## src/hw/alu_pkg.sv

```systemverilog
// alu control definitions
// function, operand select and register mode codes of the bit-slice alu,
// and the control word the sequencer drives to it every cycle

package alu_pkg;

  // ---------------------------------------------------------
  // function and operand selects
  // ---------------------------------------------------------
  typedef enum logic [1:0] {
    fn_add    = 2'd0,          // f = r + s
    fn_sub    = 2'd1,          // f = r - s
    fn_pass_r = 2'd2           // f = r, s ignored
  } alu_fn_e;

  typedef enum logic [1:0] {
    r_zero  = 2'd0,
    r_cmd_a = 2'd1,            // operand a of the command
    r_a_shl = 2'd2             // a shifted left, q msb linked in
  } r_sel_e;

  typedef enum logic {
    s_zero  = 1'b0,
    s_cmd_b = 1'b1             // operand b of the command
  } s_sel_e;

  // ---------------------------------------------------------
  // register modes
  // ---------------------------------------------------------
  typedef enum logic [1:0] {
    q_hold   = 2'd0,           // d0 of the q mux
    q_load_f = 2'd1,           // d1, take f
    q_shl    = 2'd2,           // d2, lower neighbour, qli into bit 0
    q_ror    = 2'd3            // d3, upper neighbour, bit 0 into bit 15
  } qsel_e;

  typedef enum logic [1:0] {
    a_hold   = 2'd0,
    a_clear  = 2'd1,
    a_load_f = 2'd2,           // alu result
    a_load_r = 2'd3            // r operand, restores a after a failed trial
  } asel_e;

  typedef struct packed {
    alu_fn_e fn;
    r_sel_e  r_sel;
    s_sel_e  s_sel;
    qsel_e   qsel;
    asel_e   asel;
    logic    qli;              // link in for q shift left
  } alu_ctl_t;                 // 10 bits

endpackage

```

## src/hw/md_pkg.sv

```systemverilog
// multiply/divide command bus definitions
// opcodes, data width and the command and response words
// carried over the req/ack handshake

package md_pkg;

  localparam int unsigned data_w = 16;  // fixed by the command bus

  // ---------------------------------------------------------
  // opcodes
  // ---------------------------------------------------------
  typedef enum logic [2:0] {
    op_add = 3'd0,             // q = a + b
    op_sub = 3'd1,             // q = a - b
    op_mul = 3'd2,             // a = a * b, low half
    op_div = 3'd3,             // q = a / b, a = a % b
    op_ror = 3'd4              // q = a rotated right by b[3:0]
  } md_op_e;

  // ---------------------------------------------------------
  // handshake payloads
  // ---------------------------------------------------------
  typedef struct packed {
    md_op_e            op;
    logic [data_w-1:0] a;
    logic [data_w-1:0] b;
  } md_cmd_t;                  // 35 bits

  typedef struct packed {
    logic [data_w-1:0] q_word;
    logic [data_w-1:0] a_word;
  } md_rsp_t;                  // 32 bits

endpackage

```

## src/hw/alu_qreg.sv

```systemverilog
`timescale 1ns/1ps
// alu q register
// 16-bit register beside the alu, every bit picks hold, f,
// its lower neighbour or its upper neighbour through its own 4:1 mux

module alu_qreg (
  input  logic                      aluclk,
  input  logic                      arst_n,
  input  alu_pkg::qsel_e            qsel,    // mux select, same order as the slice
  input  logic                      qli,     // link in for shift left
  input  logic [md_pkg::data_w-1:0] f,       // alu result
  output logic [md_pkg::data_w-1:0] q_word
);

  import alu_pkg::*;
  import md_pkg::*;

  logic [data_w-1:0] q_nxt;                 // mux outputs

  // ---------------------------------------------------------
  // per bit source mux
  // ---------------------------------------------------------
  for (genvar i = 0; i < data_w; i++) begin : g_bit
    logic lo_src;                           // seen on shift left
    logic hi_src;                           // seen on rotate right

    if (i == 0) begin : g_lo_end
      assign lo_src = qli;                  // link bit enters at the bottom
    end else begin : g_lo_mid
      assign lo_src = q_word[i-1];
    end

    if (i == data_w - 1) begin : g_hi_end
      assign hi_src = q_word[0];            // wraps round on rotate
    end else begin : g_hi_mid
      assign hi_src = q_word[i+1];
    end

    assign q_nxt[i] = (qsel == q_hold)   ? q_word[i] :
                      (qsel == q_load_f) ? f[i]      :
                      (qsel == q_shl)    ? lo_src    : hi_src;
  end

  // ---------------------------------------------------------
  // register
  // ---------------------------------------------------------
  always_ff @(posedge aluclk or negedge arst_n) begin
    if (!arst_n) begin
      q_word <= '0;
    end else begin
      q_word <= q_nxt;
    end
  end

  // the sequencer must always drive a defined mode
  a_qsel_known: assert property (@(posedge aluclk) disable iff (!arst_n)
    !$isunknown(qsel))
    else $error("alu_qreg: qsel unknown");

endmodule

```

## src/hw/alu_arith.sv

```systemverilog
`timescale 1ns/1ps
// alu arithmetic slice
// selects r and s, forms f as add, subtract or pass,
// and keeps the a accumulator that pairs with the q register

module alu_arith (
  input  logic                      aluclk,
  input  logic                      arst_n,
  input  alu_pkg::alu_ctl_t         ctl,      // from the sequencer
  input  logic [md_pkg::data_w-1:0] cmd_a,    // latched operand a
  input  logic [md_pkg::data_w-1:0] cmd_b,    // latched operand b
  input  logic [md_pkg::data_w-1:0] q_word,   // q register
  output logic [md_pkg::data_w-1:0] f,        // alu result
  output logic                      borrow,   // divide trial borrow
  output logic [md_pkg::data_w-1:0] a_word    // accumulator
);

  import alu_pkg::*;
  import md_pkg::*;

  logic              link;                    // bit shifted into a from q
  logic [data_w-1:0] r_op;
  logic [data_w-1:0] s_op;
  logic [data_w+1:0] trial;                   // {a, q msb} - b with a guard bit

  // ---------------------------------------------------------
  // operand select
  // ---------------------------------------------------------
  // divide shifts a and q as one 32-bit word, multiply only doubles a
  assign link = (ctl.fn == fn_sub) ? q_word[data_w-1] : 1'b0;

  always_comb begin
    case (ctl.r_sel)
      r_cmd_a: r_op = cmd_a;
      r_a_shl: r_op = {a_word[data_w-2:0], link};
      default: r_op = '0;                     // r_zero
    endcase
  end

  assign s_op = (ctl.s_sel == s_cmd_b) ? cmd_b : '0;

  // ---------------------------------------------------------
  // function
  // ---------------------------------------------------------
  always_comb begin
    case (ctl.fn)
      fn_add:  f = r_op + s_op;
      fn_sub:  f = r_op - s_op;
      default: f = r_op;                      // fn_pass_r
    endcase
  end

  // trial subtract of a divide step, taken straight from the registers
  // so the sequencer can pick load_f or load_r in the same cycle
  // the a msb that leaves the word counts, so divisors above 0x8000 work
  assign trial  = {1'b0, a_word, q_word[data_w-1]} - {2'b00, cmd_b};
  assign borrow = trial[data_w+1];            // negative result

  // ---------------------------------------------------------
  // a register
  // ---------------------------------------------------------
  always_ff @(posedge aluclk or negedge arst_n) begin
    if (!arst_n) begin
      a_word <= '0;
    end else begin
      case (ctl.asel)
        a_clear:  a_word <= '0;
        a_load_f: a_word <= f;
        a_load_r: a_word <= r_op;             // shifted a, trial dropped
        default:  a_word <= a_word;           // a_hold
      endcase
    end
  end

  // ---------------------------------------------------------
  // checks
  // ---------------------------------------------------------
  a_fn_known: assert property (@(posedge aluclk) disable iff (!arst_n)
    !$isunknown(ctl.fn))
    else $error("alu_arith: ctl.fn unknown");

endmodule

```

## src/hw/md_seq.sv

```systemverilog
`timescale 1ns/1ps
// multiply/divide sequencer
// four-phase req/ack slave, latches the command and steps the alu and
// q register through the load cycle and 0 to 16 step cycles

module md_seq (
  input  logic                      aluclk,
  input  logic                      arst_n,
  input  logic                      cmd_req,
  input  md_pkg::md_cmd_t           cmd,
  output logic                      cmd_ack,
  output md_pkg::md_rsp_t           rsp,
  output alu_pkg::alu_ctl_t         ctl,
  output logic [md_pkg::data_w-1:0] cmd_a,
  output logic [md_pkg::data_w-1:0] cmd_b,
  input  logic [md_pkg::data_w-1:0] a_word,
  input  logic [md_pkg::data_w-1:0] q_word,
  input  logic                      borrow    // divide trial borrow
);

  import alu_pkg::*;
  import md_pkg::*;

  localparam int unsigned cnt_w = $clog2(data_w);

  typedef enum logic [1:0] {
    st_idle,                                  // wait for req
    st_load,                                  // clear a, load q through f
    st_step,                                  // one shift or rotate per cycle
    st_done                                   // ack high until req drops
  } state_e;

  state_e           state;
  state_e           state_nxt;
  logic [cnt_w-1:0] cnt;                      // steps left after this one
  logic [cnt_w-1:0] cnt_nxt;
  md_cmd_t          cmd_q;                    // command held for the whole run
  logic             no_steps;                 // result ready after load

  // ---------------------------------------------------------
  // command latch and control registers
  // ---------------------------------------------------------
  always_ff @(posedge aluclk) begin
    if (state == st_idle && cmd_req) begin
      cmd_q <= cmd;                           // taken once per handshake
    end
  end

  always_ff @(posedge aluclk or negedge arst_n) begin
    if (!arst_n) begin
      state <= st_idle;
      cnt   <= '0;
    end else begin
      state <= state_nxt;
      cnt   <= cnt_nxt;
    end
  end

  assign no_steps = (cmd_q.op == op_add) || (cmd_q.op == op_sub) ||
                    (cmd_q.op == op_ror && cmd_q.b[cnt_w-1:0] == '0);

  // ---------------------------------------------------------
  // next state
  // ---------------------------------------------------------
  always_comb begin
    state_nxt = state;
    cnt_nxt   = cnt;
    case (state)
      st_idle: begin
        if (cmd_req) begin
          state_nxt = st_load;
        end
      end
      st_load: begin
        if (no_steps) begin
          state_nxt = st_done;                // add, sub, ror by 0
        end else begin
          state_nxt = st_step;
          cnt_nxt   = (cmd_q.op == op_ror) ? cmd_q.b[cnt_w-1:0] - 1'b1 : cnt_w'(data_w - 1);
        end
      end
      st_step: begin
        if (cnt == '0) begin
          state_nxt = st_done;                // ack in the next cycle
        end else begin
          cnt_nxt = cnt - 1'b1;
        end
      end
      default: begin                          // st_done
        if (!cmd_req) begin
          state_nxt = st_idle;
        end
      end
    endcase
  end

  // ---------------------------------------------------------
  // alu control word
  // ---------------------------------------------------------
  always_comb begin
    ctl = '{fn: fn_pass_r, r_sel: r_zero, s_sel: s_zero,
            qsel: q_hold, asel: a_hold, qli: 1'b0};  // idle and done hold both
    case (state)
      st_load: begin
        ctl.r_sel = r_cmd_a;
        ctl.qsel  = q_load_f;
        ctl.asel  = a_clear;
        case (cmd_q.op)
          op_add: begin
            ctl.fn    = fn_add;
            ctl.s_sel = s_cmd_b;
          end
          op_sub: begin
            ctl.fn    = fn_sub;
            ctl.s_sel = s_cmd_b;
          end
          default: ctl.fn = fn_pass_r;        // q seeded with a
        endcase
      end
      st_step: begin
        case (cmd_q.op)
          op_mul: begin
            ctl.fn    = fn_add;               // a = 2a + q msb * b
            ctl.r_sel = r_a_shl;
            ctl.s_sel = q_word[data_w-1] ? s_cmd_b : s_zero;
            ctl.asel  = a_load_f;
            ctl.qsel  = q_shl;                // next multiplier bit to the top
          end
          op_div: begin
            ctl.fn    = fn_sub;               // trial subtract of b
            ctl.r_sel = r_a_shl;
            ctl.s_sel = s_cmd_b;
            ctl.asel  = borrow ? a_load_r : a_load_f;
            ctl.qli   = ~borrow;              // quotient bit
            ctl.qsel  = q_shl;
          end
          default: ctl.qsel = q_ror;          // ror, a untouched
        endcase
      end
      default: ;
    endcase
  end

  // ---------------------------------------------------------
  // handshake side
  // ---------------------------------------------------------
  assign cmd_a   = cmd_q.a;
  assign cmd_b   = cmd_q.b;
  assign cmd_ack = (state == st_done);
  assign rsp     = '{q_word: q_word, a_word: a_word};  // final once ack is up

  a_ack_after_req: assert property (@(posedge aluclk) disable iff (!arst_n)
    $rose(cmd_ack) |-> $past(cmd_req))
    else $error("md_seq: ack rose without a request");

  // back-pressure keeps ack and the result still
  a_ack_held: assert property (@(posedge aluclk) disable iff (!arst_n)
    (cmd_ack && cmd_req) |=> (cmd_ack && $stable(rsp)))
    else $error("md_seq: ack or rsp moved while req was high");

endmodule

```

## src/hw/md_top.sv

```systemverilog
`timescale 1ns/1ps
// multiply/divide unit top
// sequencer, arithmetic slice and q register behind one req/ack port

module md_top (
  input  logic            aluclk,
  input  logic            arst_n,
  input  logic            cmd_req,   // four-phase request
  input  md_pkg::md_cmd_t cmd,       // stable while req is high
  output logic            cmd_ack,
  output md_pkg::md_rsp_t rsp        // valid while ack is high
);

  import alu_pkg::*;
  import md_pkg::*;

  alu_ctl_t          ctl;            // per cycle alu control
  logic [data_w-1:0] cmd_a;          // latched operands
  logic [data_w-1:0] cmd_b;
  logic [data_w-1:0] f;              // alu result into q
  logic [data_w-1:0] a_word;
  logic [data_w-1:0] q_word;
  logic              borrow;

  // ---------------------------------------------------------
  // sequencer
  // ---------------------------------------------------------
  md_seq i_seq (
    .aluclk  (aluclk),
    .arst_n  (arst_n),
    .cmd_req (cmd_req),
    .cmd     (cmd),
    .cmd_ack (cmd_ack),
    .rsp     (rsp),
    .ctl     (ctl),
    .cmd_a   (cmd_a),
    .cmd_b   (cmd_b),
    .a_word  (a_word),
    .q_word  (q_word),
    .borrow  (borrow)
  );

  // ---------------------------------------------------------
  // datapath
  // ---------------------------------------------------------
  alu_arith i_arith (
    .aluclk (aluclk),
    .arst_n (arst_n),
    .ctl    (ctl),
    .cmd_a  (cmd_a),
    .cmd_b  (cmd_b),
    .q_word (q_word),
    .f      (f),
    .borrow (borrow),
    .a_word (a_word)
  );

  alu_qreg i_qreg (
    .aluclk (aluclk),
    .arst_n (arst_n),
    .qsel   (ctl.qsel),
    .qli    (ctl.qli),
    .f      (f),
    .q_word (q_word)
  );

endmodule

```

## config.mk

```make
export PLATFORM = sky130hd
export DESIGN_NAME = md_top
export DESIGN_NICKNAME = d
export VERILOG_FILES = /design/src/hw/alu_pkg.sv /design/src/hw/md_pkg.sv /design/src/hw/alu_qreg.sv /design/src/hw/alu_arith.sv /design/src/hw/md_seq.sv /design/src/hw/md_top.sv
export SDC_FILE = /design/constraint.sdc
export NUM_CORES = 1
export LEC_CHECK = 0
export BUFFER_PORTS_ARGS = -buffer_cell sky130_fd_sc_hd__buf_2
export CORE_MARGIN = 8
export CORE_UTILIZATION = 35
export CTS_CLUSTER_DIAMETER = 200
export DETAILED_ROUTE_END_ITERATION = 10
export PLACE_DENSITY = 0.55
export REMOVE_ABC_BUFFERS = 1
export SLEW_MARGIN = 20
export SYNTH_ARGS = -nofsm -noshare
export SYNTH_HDL_FRONTEND = slang
export SYNTH_SLANG_ARGS = --single-unit
```

## constraint.sdc

```tcl
create_clock -name aluclk -period 4.7 [get_ports aluclk]
set_clock_uncertainty 0.15 [all_clocks]
set_input_delay 0.235 -clock aluclk [delete_from_list [all_inputs] [get_ports aluclk]]
set_output_delay 0.235 -clock aluclk [all_outputs]
set_load 0.02 [all_outputs]
```

# Yosys cells after proc, flatten, opt, wreduce, memory -nomap -nowiden

Cells that the tools add are included.

ROM bits: 0
Memory bits (writable): 0
Bits in latches: 0
Memories kept: 0
Input bits: 38
Output and inout port bits: 33
Logic and storage cells: 105
Bits in registers: 73

Mux-type cells: 56
Reductions and logical operators: 16
Bitwise operators: 1
Magnitude comparators: 0
Multiply operators: 0
Shift-type cells: 0
Eq/ne operators: 20
Divide/modulo/power cells: 0
Add/subtract/negate cells: 5

Operators with widths:

| kind                                              | number |
|---|---|
| one-hot mux 16 bit (2 select lines)               | 2 |
| one-hot mux 16 bit (3 select lines)               | 1 |
| 2-to-1 mux 1 bit                                  | 40 |
| one-hot mux 9 bit (2 select lines)                | 1 |
| subtractor 17 x 16 -> 18 bit                      | 1 |
| adder 16 bit                                      | 1 |
| 2-to-1 mux 16 bit                                 | 1 |
| subtractor 16 bit                                 | 1 |
| == test 2 bit (second input constant)             | 6 |
| 2-to-1 mux 4 bit                                  | 3 |
| == test 2 x 1 -> 1 bit (second input constant)    | 5 |
| one-hot mux 5 bit (2 select lines)                | 1 |
| zero test 4 bit                                   | 2 |
| one-hot mux 2 bit (2 select lines)                | 2 |
| one-hot mux 4 bit (2 select lines)                | 1 |
| subtractor 4 x 1 -> 4 bit (second input constant) | 2 |
| == test 3 x 2 -> 1 bit (second input constant)    | 2 |
| zero test 2 bit                                   | 3 |
| 2-to-1 mux 2 bit                                  | 3 |
| != test 2 bit (second input constant)             | 3 |
| one-hot mux 2 bit (3 select lines)                | 1 |
| AND reduction 3 bit                               | 2 |
| != test 4 x 1 -> 1 bit (second input constant)    | 1 |
| OR reduction 2 bit                                | 2 |
| 9 further kinds                                   | 11 |

# Logic depth before layout (Yosys ltp)

Depth after elaboration: 10
Depth in mapped cells: 21
Gate-level depth less buffers: 18

# Modules after synthesis

From an unflattened synthesis, not the netlist that was laid out.

Cell total of the unflattened synthesis: 611
Area, all modules: 5,899.4 um^2

By module, submodules not included:

| module    | area each (um^2) | times used | cells an instance |
|---|---|---|---|
| alu_arith | 2,815.2          | 1          | 386 |
| md_seq    | 2,252.2          | 1          | 189 |
| alu_qreg  | 832.0            | 1          | 36 |

# Worst setup path after synthesis

No wires, ideal clock.

Path kind: reg2reg
From: register i_seq.state[0]
To: register i_qreg.q_word[15] in the netlist's numbering
Arrival: 4,463 ps
Cell stages (with the launch flop): 22
Setup slack: -40 ps
Buffers on the path: 3
Clock period less this slack: 4,740 ps
Setup time: 127 ps
Data required time: 4,423 ps
Cells stage by stage: dfrtp_1 > inv_1 > ha_1 > buf_4 > clkinv_1 > a211oi_1 > buf_2 > buf_1 > nand2_1 > ha_1 > nor2_1 > nor2_1 > a31oi_1 > o21ai_0 > ha_1 > or4_1 > o211ai_1 > a21oi_1 > o21a_1 > o311ai_2 > a21oi_1 > nand3b_1

Cells in the longest elaborated chain, start to end: 8
Elaborated cells between the ends (all ways): 18

Ends and longest elaborated chain:

| element                                                 | RTL line                         | RTL |
|---|---|---|
| start: declaration                                      | md_seq.sv:33                     | `state_e state;` |
| start signal: assignment                                | md_seq.sv:51                     | `state <= st_idle;` |
| start signal: assignment                                | md_seq.sv:54                     | `state <= state_nxt;` |
| == test 2 bit or == test 2 x 1 -> 1 bit (tied branches) | md_seq.sv:103                    | `case (state)` |
| one-hot mux 9 bit (2 select lines) *                    | md_seq.sv:103                    |  |
| == test 2 x 1 -> 1 bit                                  | alu_arith.sv:30, alu_arith.sv:46 |  |
| 2-to-1 mux 1 bit                                        | alu_arith.sv:30                  | `assign link = (ctl.fn == fn_sub) ? q_word[data_w-1] : 1'b0;` |
| one-hot mux 16 bit (2 select lines)                     | alu_arith.sv:33                  | `case (ctl.r_sel)` |
| subtractor 16 bit or adder 16 bit (tied branches)       | alu_arith.sv:48, alu_arith.sv:47 |  |
| one-hot mux 16 bit (2 select lines)                     | alu_arith.sv:46                  | `case (ctl.fn)` |
| 2-to-1 mux 1 bit                                        | alu_qreg.sv:40                   | `(qsel == q_load_f) ? f[i] :` |
| end signal: assignment                                  | alu_qreg.sv:51                   | `q_word <= q_nxt;` |
| end: declaration                                        | alu_qreg.sv:12                   | `output logic [md_pkg::data_w-1:0] q_word` |

Every way passes the cells marked *; elsewhere a longest branch is shown, timed or not.
A chain may end at the register's enable or synchronous reset.

# Worst setup path after layout

From: register i_seq.state[0]
To: register i_qreg.q_word[12] in the netlist's numbering

Same word-level chain as after synthesis.

==> run metrics <==
status completed; GPL Wtd Cong approximately 0.93; Initial Util 0.358; clock slew at reported path FFs 0.05 ns; cell repeated most along the worst path ha_1; Inst Count DP 801; crit path max fanout 7; Worst Hold Depth 3; Root Buffer clkbuf_16; VDD IR max about 0.00027 V; Synth cell types 66; n_diodes 0; Die Y around 140 um; vias in the first global route 4,624; post-DR vias/cell 5.58; setup ws final 0.328 ns; full die area 19,000 um^2; crit end category flop; fraction of synthesis flops using an asynchronous set or reset pin 0.521; FF+latch count, synth 73; final setup vio count 0; Final Cycle Share 0.930; most common cell after layout, fill and taps aside buf_2; CTS tree built; Setup CP Type reg2reg; first-pass detailed-route iteration total 5; number of max-cap violations 0; worst hold path class in2reg; Tightest Pin Transition 0.971 ns; CP cell instances inv_1 > ha_1 > o211ai_1 > a211oi_2 > nand2_1 > ha_1 > nor2_1 > buf_4 > xor2_1 > ha_1 > a211oi_1 > o21ai_0 > nand4_1 > nand2_1 > xor2_1 > a211o_1 > a31o_2; DP Worst Slack 0.297 ns; P_leak 0.00284 uW; R2R depth 17; Max Slew Vio Count 0; final net count ~740; power share of the clock group 0.129; Max stage delay on crit path 0.43 ns; f_max approximately 0.23 GHz; Rel. slew slack 0.353; reg-to-reg startpoint i_seq.state[0]; combinational share of power 0.644; Hold Path End i_seq.state[1]; Final min period 4.37 ns; yosys warns 0; fin cells 854; Num CTS Buffers 9; Top FF cell, synth dfrtp_1; Post-Route WL 15,700 um; Tot GR Track Use 0.171; Cell Int Power approximately 2500 uW; core footprint roughly 15,000 um^2; ANT nets after route 0; DR iter-0 viols 382; CP Launch Type flop; most frequent cells in the layout buf_2 (70), nand2_1 (50), ha_1 (40), dfrtp_1 (38), nor2_1 (37); switching power ~2400 uW; hold path startpoint cmd_req; CTS Sinks 73; Gate Count Post-Synth 553; Post-synth EDFFs 35; first-pass GRT wire length 25,000 um; flop2flop setup slack 0.33 ns; RSZ-0062 raised after global routing no; Seq/Total Area, Yosys 0.385; Required @ worst endpoint 4.78 ns; H-Tree Level Count 3; Worst Path Arrival 4.46 ns; Buf/Inv on CP 2; sw frac 0.487; vias post-DR roughly 4,800; share of layout cells above drive strength 1 0.184; Filler Cell Count 1,426; # rows 44; largest net degree at the start of global routing 39; initial antenna violation count 0; I/O Buffers 70; crit path max-delay cell type dfrtp_1; R2R Path End i_qreg.q_word[12]; IO Count 71; Area growth syn-to-layout 24.1%; DP HPWL about 12,000 um; Max Buffers Root-to-Sink 2; Top Family by Delay on Critical Path compound AO/OA/AOI/OAI gates; Syn Std Cell Area 5200 um^2; Die X 138 um; global route overflow 0; drt wl/cell 18.4 um; later-pin clock latency in the skew report 0.35 ns; number of stages on the worst setup path 17; syn avg cell area 9.41 um^2; Fin. Hold Viols 0; PwrDens 757 nW/um^2; Seq pwr share 0.226; DR DRC count 0
-- layer usage --
layer / global-route usage / vias to the layer above / wire, um
li1: - / 2305 / -
met1: 0.230 / 2297 / 7520
met2: 0.269 / 145 / 7260
met3: 0.0359 / 15 / 749
met4: 0.0519 / 0 / 193
met5: 0 / - / 0
-- synth_stat cells, types with 9 or more instances --
master	count	area, um^2
a31oi_1	12	75.1
edfxtp_1	35	1050
ha_1	40	500
o21ai_0	33	165
mux2i_1	24	240
xnor2_1	14	123
a21oi_1	35	175
nand2_1	50	188
a22o_1	15	131
a211oi_1	10	75.1
nor3_1	12	60.1
clkbuf_1	11	41.3
inv_1	30	113
a21o_1	11	82.6
buf_2	11	55.1
nor2_1	37	139
dfrtp_1	38	951
nand3_1	9	45.0
-- power by group through the flow --
stage               Combinational [uW]  Sequential, uW  Clock, uW
CTS                               3110            1110        651
floorplan                         2020            1190          0
global placement                  3050            1110          0
finish                            3150            1110        631
detailed placement                3060            1120          0
global route                      3470            1140        680
-- flip-flops by register name, indices dropped and copies added, names as in the netlist --
name and flops:
i_seq.cmd_q 3, i_arith.a_word 16, i_seq.cmd_a 16, i_seq.cmd_b 16
i_qreg.q_word 16, i_seq.cnt 4, i_seq.state 2
-- cells by family (layout without fill, tap and decap cells) --
logic type | count (synthesis) | after routing | share of synthesized area
AND/OR/NAND/NOR | 154 | 154 | 0.145
AO/OA/AOI/OAI | 181 | 181 | 0.237
flip-flops | 73 | 73 | 0.385
XOR/XNOR | 17 | 17 | 0.0286
adder cells (fa/ha/maj) | 41 | 41 | 0.100
multiplexers | 30 | 30 | 0.0592
buffers and inverters | 57 | 174 | 0.0459
-- cell type report --
class	count	area, um^2	area share
clock buffers	15	258	0.0399
clock inverters	1	5.00	0.000775
inverters	31	116	0.0180
multi-input cells	423	2980	0.461
flip-flops and latches	73	2000	0.310
well taps	184	230	0.0357
repair buffers	127	868	0.135
-- metrics by stage --
step	cell area [um^2]	power (uW)	utilization	TNS (ns)	hold WS, ns
after detailed placement	5820	4180	0.400	0	0.263
after CTS	6440	4860	0.443	0	0.144
final	6450	4890	0.444	0	0.155
after global routing	6450	5290	0.444	0	0.207
after global placement	5820	4160	0.400	0	0.261
after floorplan	5080	3210	-	-22.50	-0.211
-- worst min-delay path, delay by kind of cell --
kind,cells,cell delay (ns)
buffers and inverters,1,0.11
AO/OA/AOI/OAI,2,0.26
-- repair_timing --
| action | in CTS | in global routing |
|---|---|---|
| hold endpoints to repair | 73 | 0 |
| hold buffers | 36 | 0 |
| buffers inserted | 0 | 1 |
| endpoints found under the setup margin | 0 | 6 |
| resized for setup | 0 | 2 |
-- worst max-delay path by stage --
stage,start,endpoint,slack [ns]
6_report,i_seq.state[0],i_qreg.q_word[12],0.33
5_1_grt,i_seq.state[1],i_arith.a_word[13],0.02
4_1_cts,i_seq.state[0],i_arith.a_word[11],0.23
3_5_place_dp,i_seq.state[0],i_arith.a_word[11],0.30
3_3_place_gp,i_seq.state[1],i_arith.a_word[11],0.33
2_1_floorplan,i_seq.state[0],i_qreg.q_word[15],-1.21
Note: power is estimated with default switching activity, not from simulation.
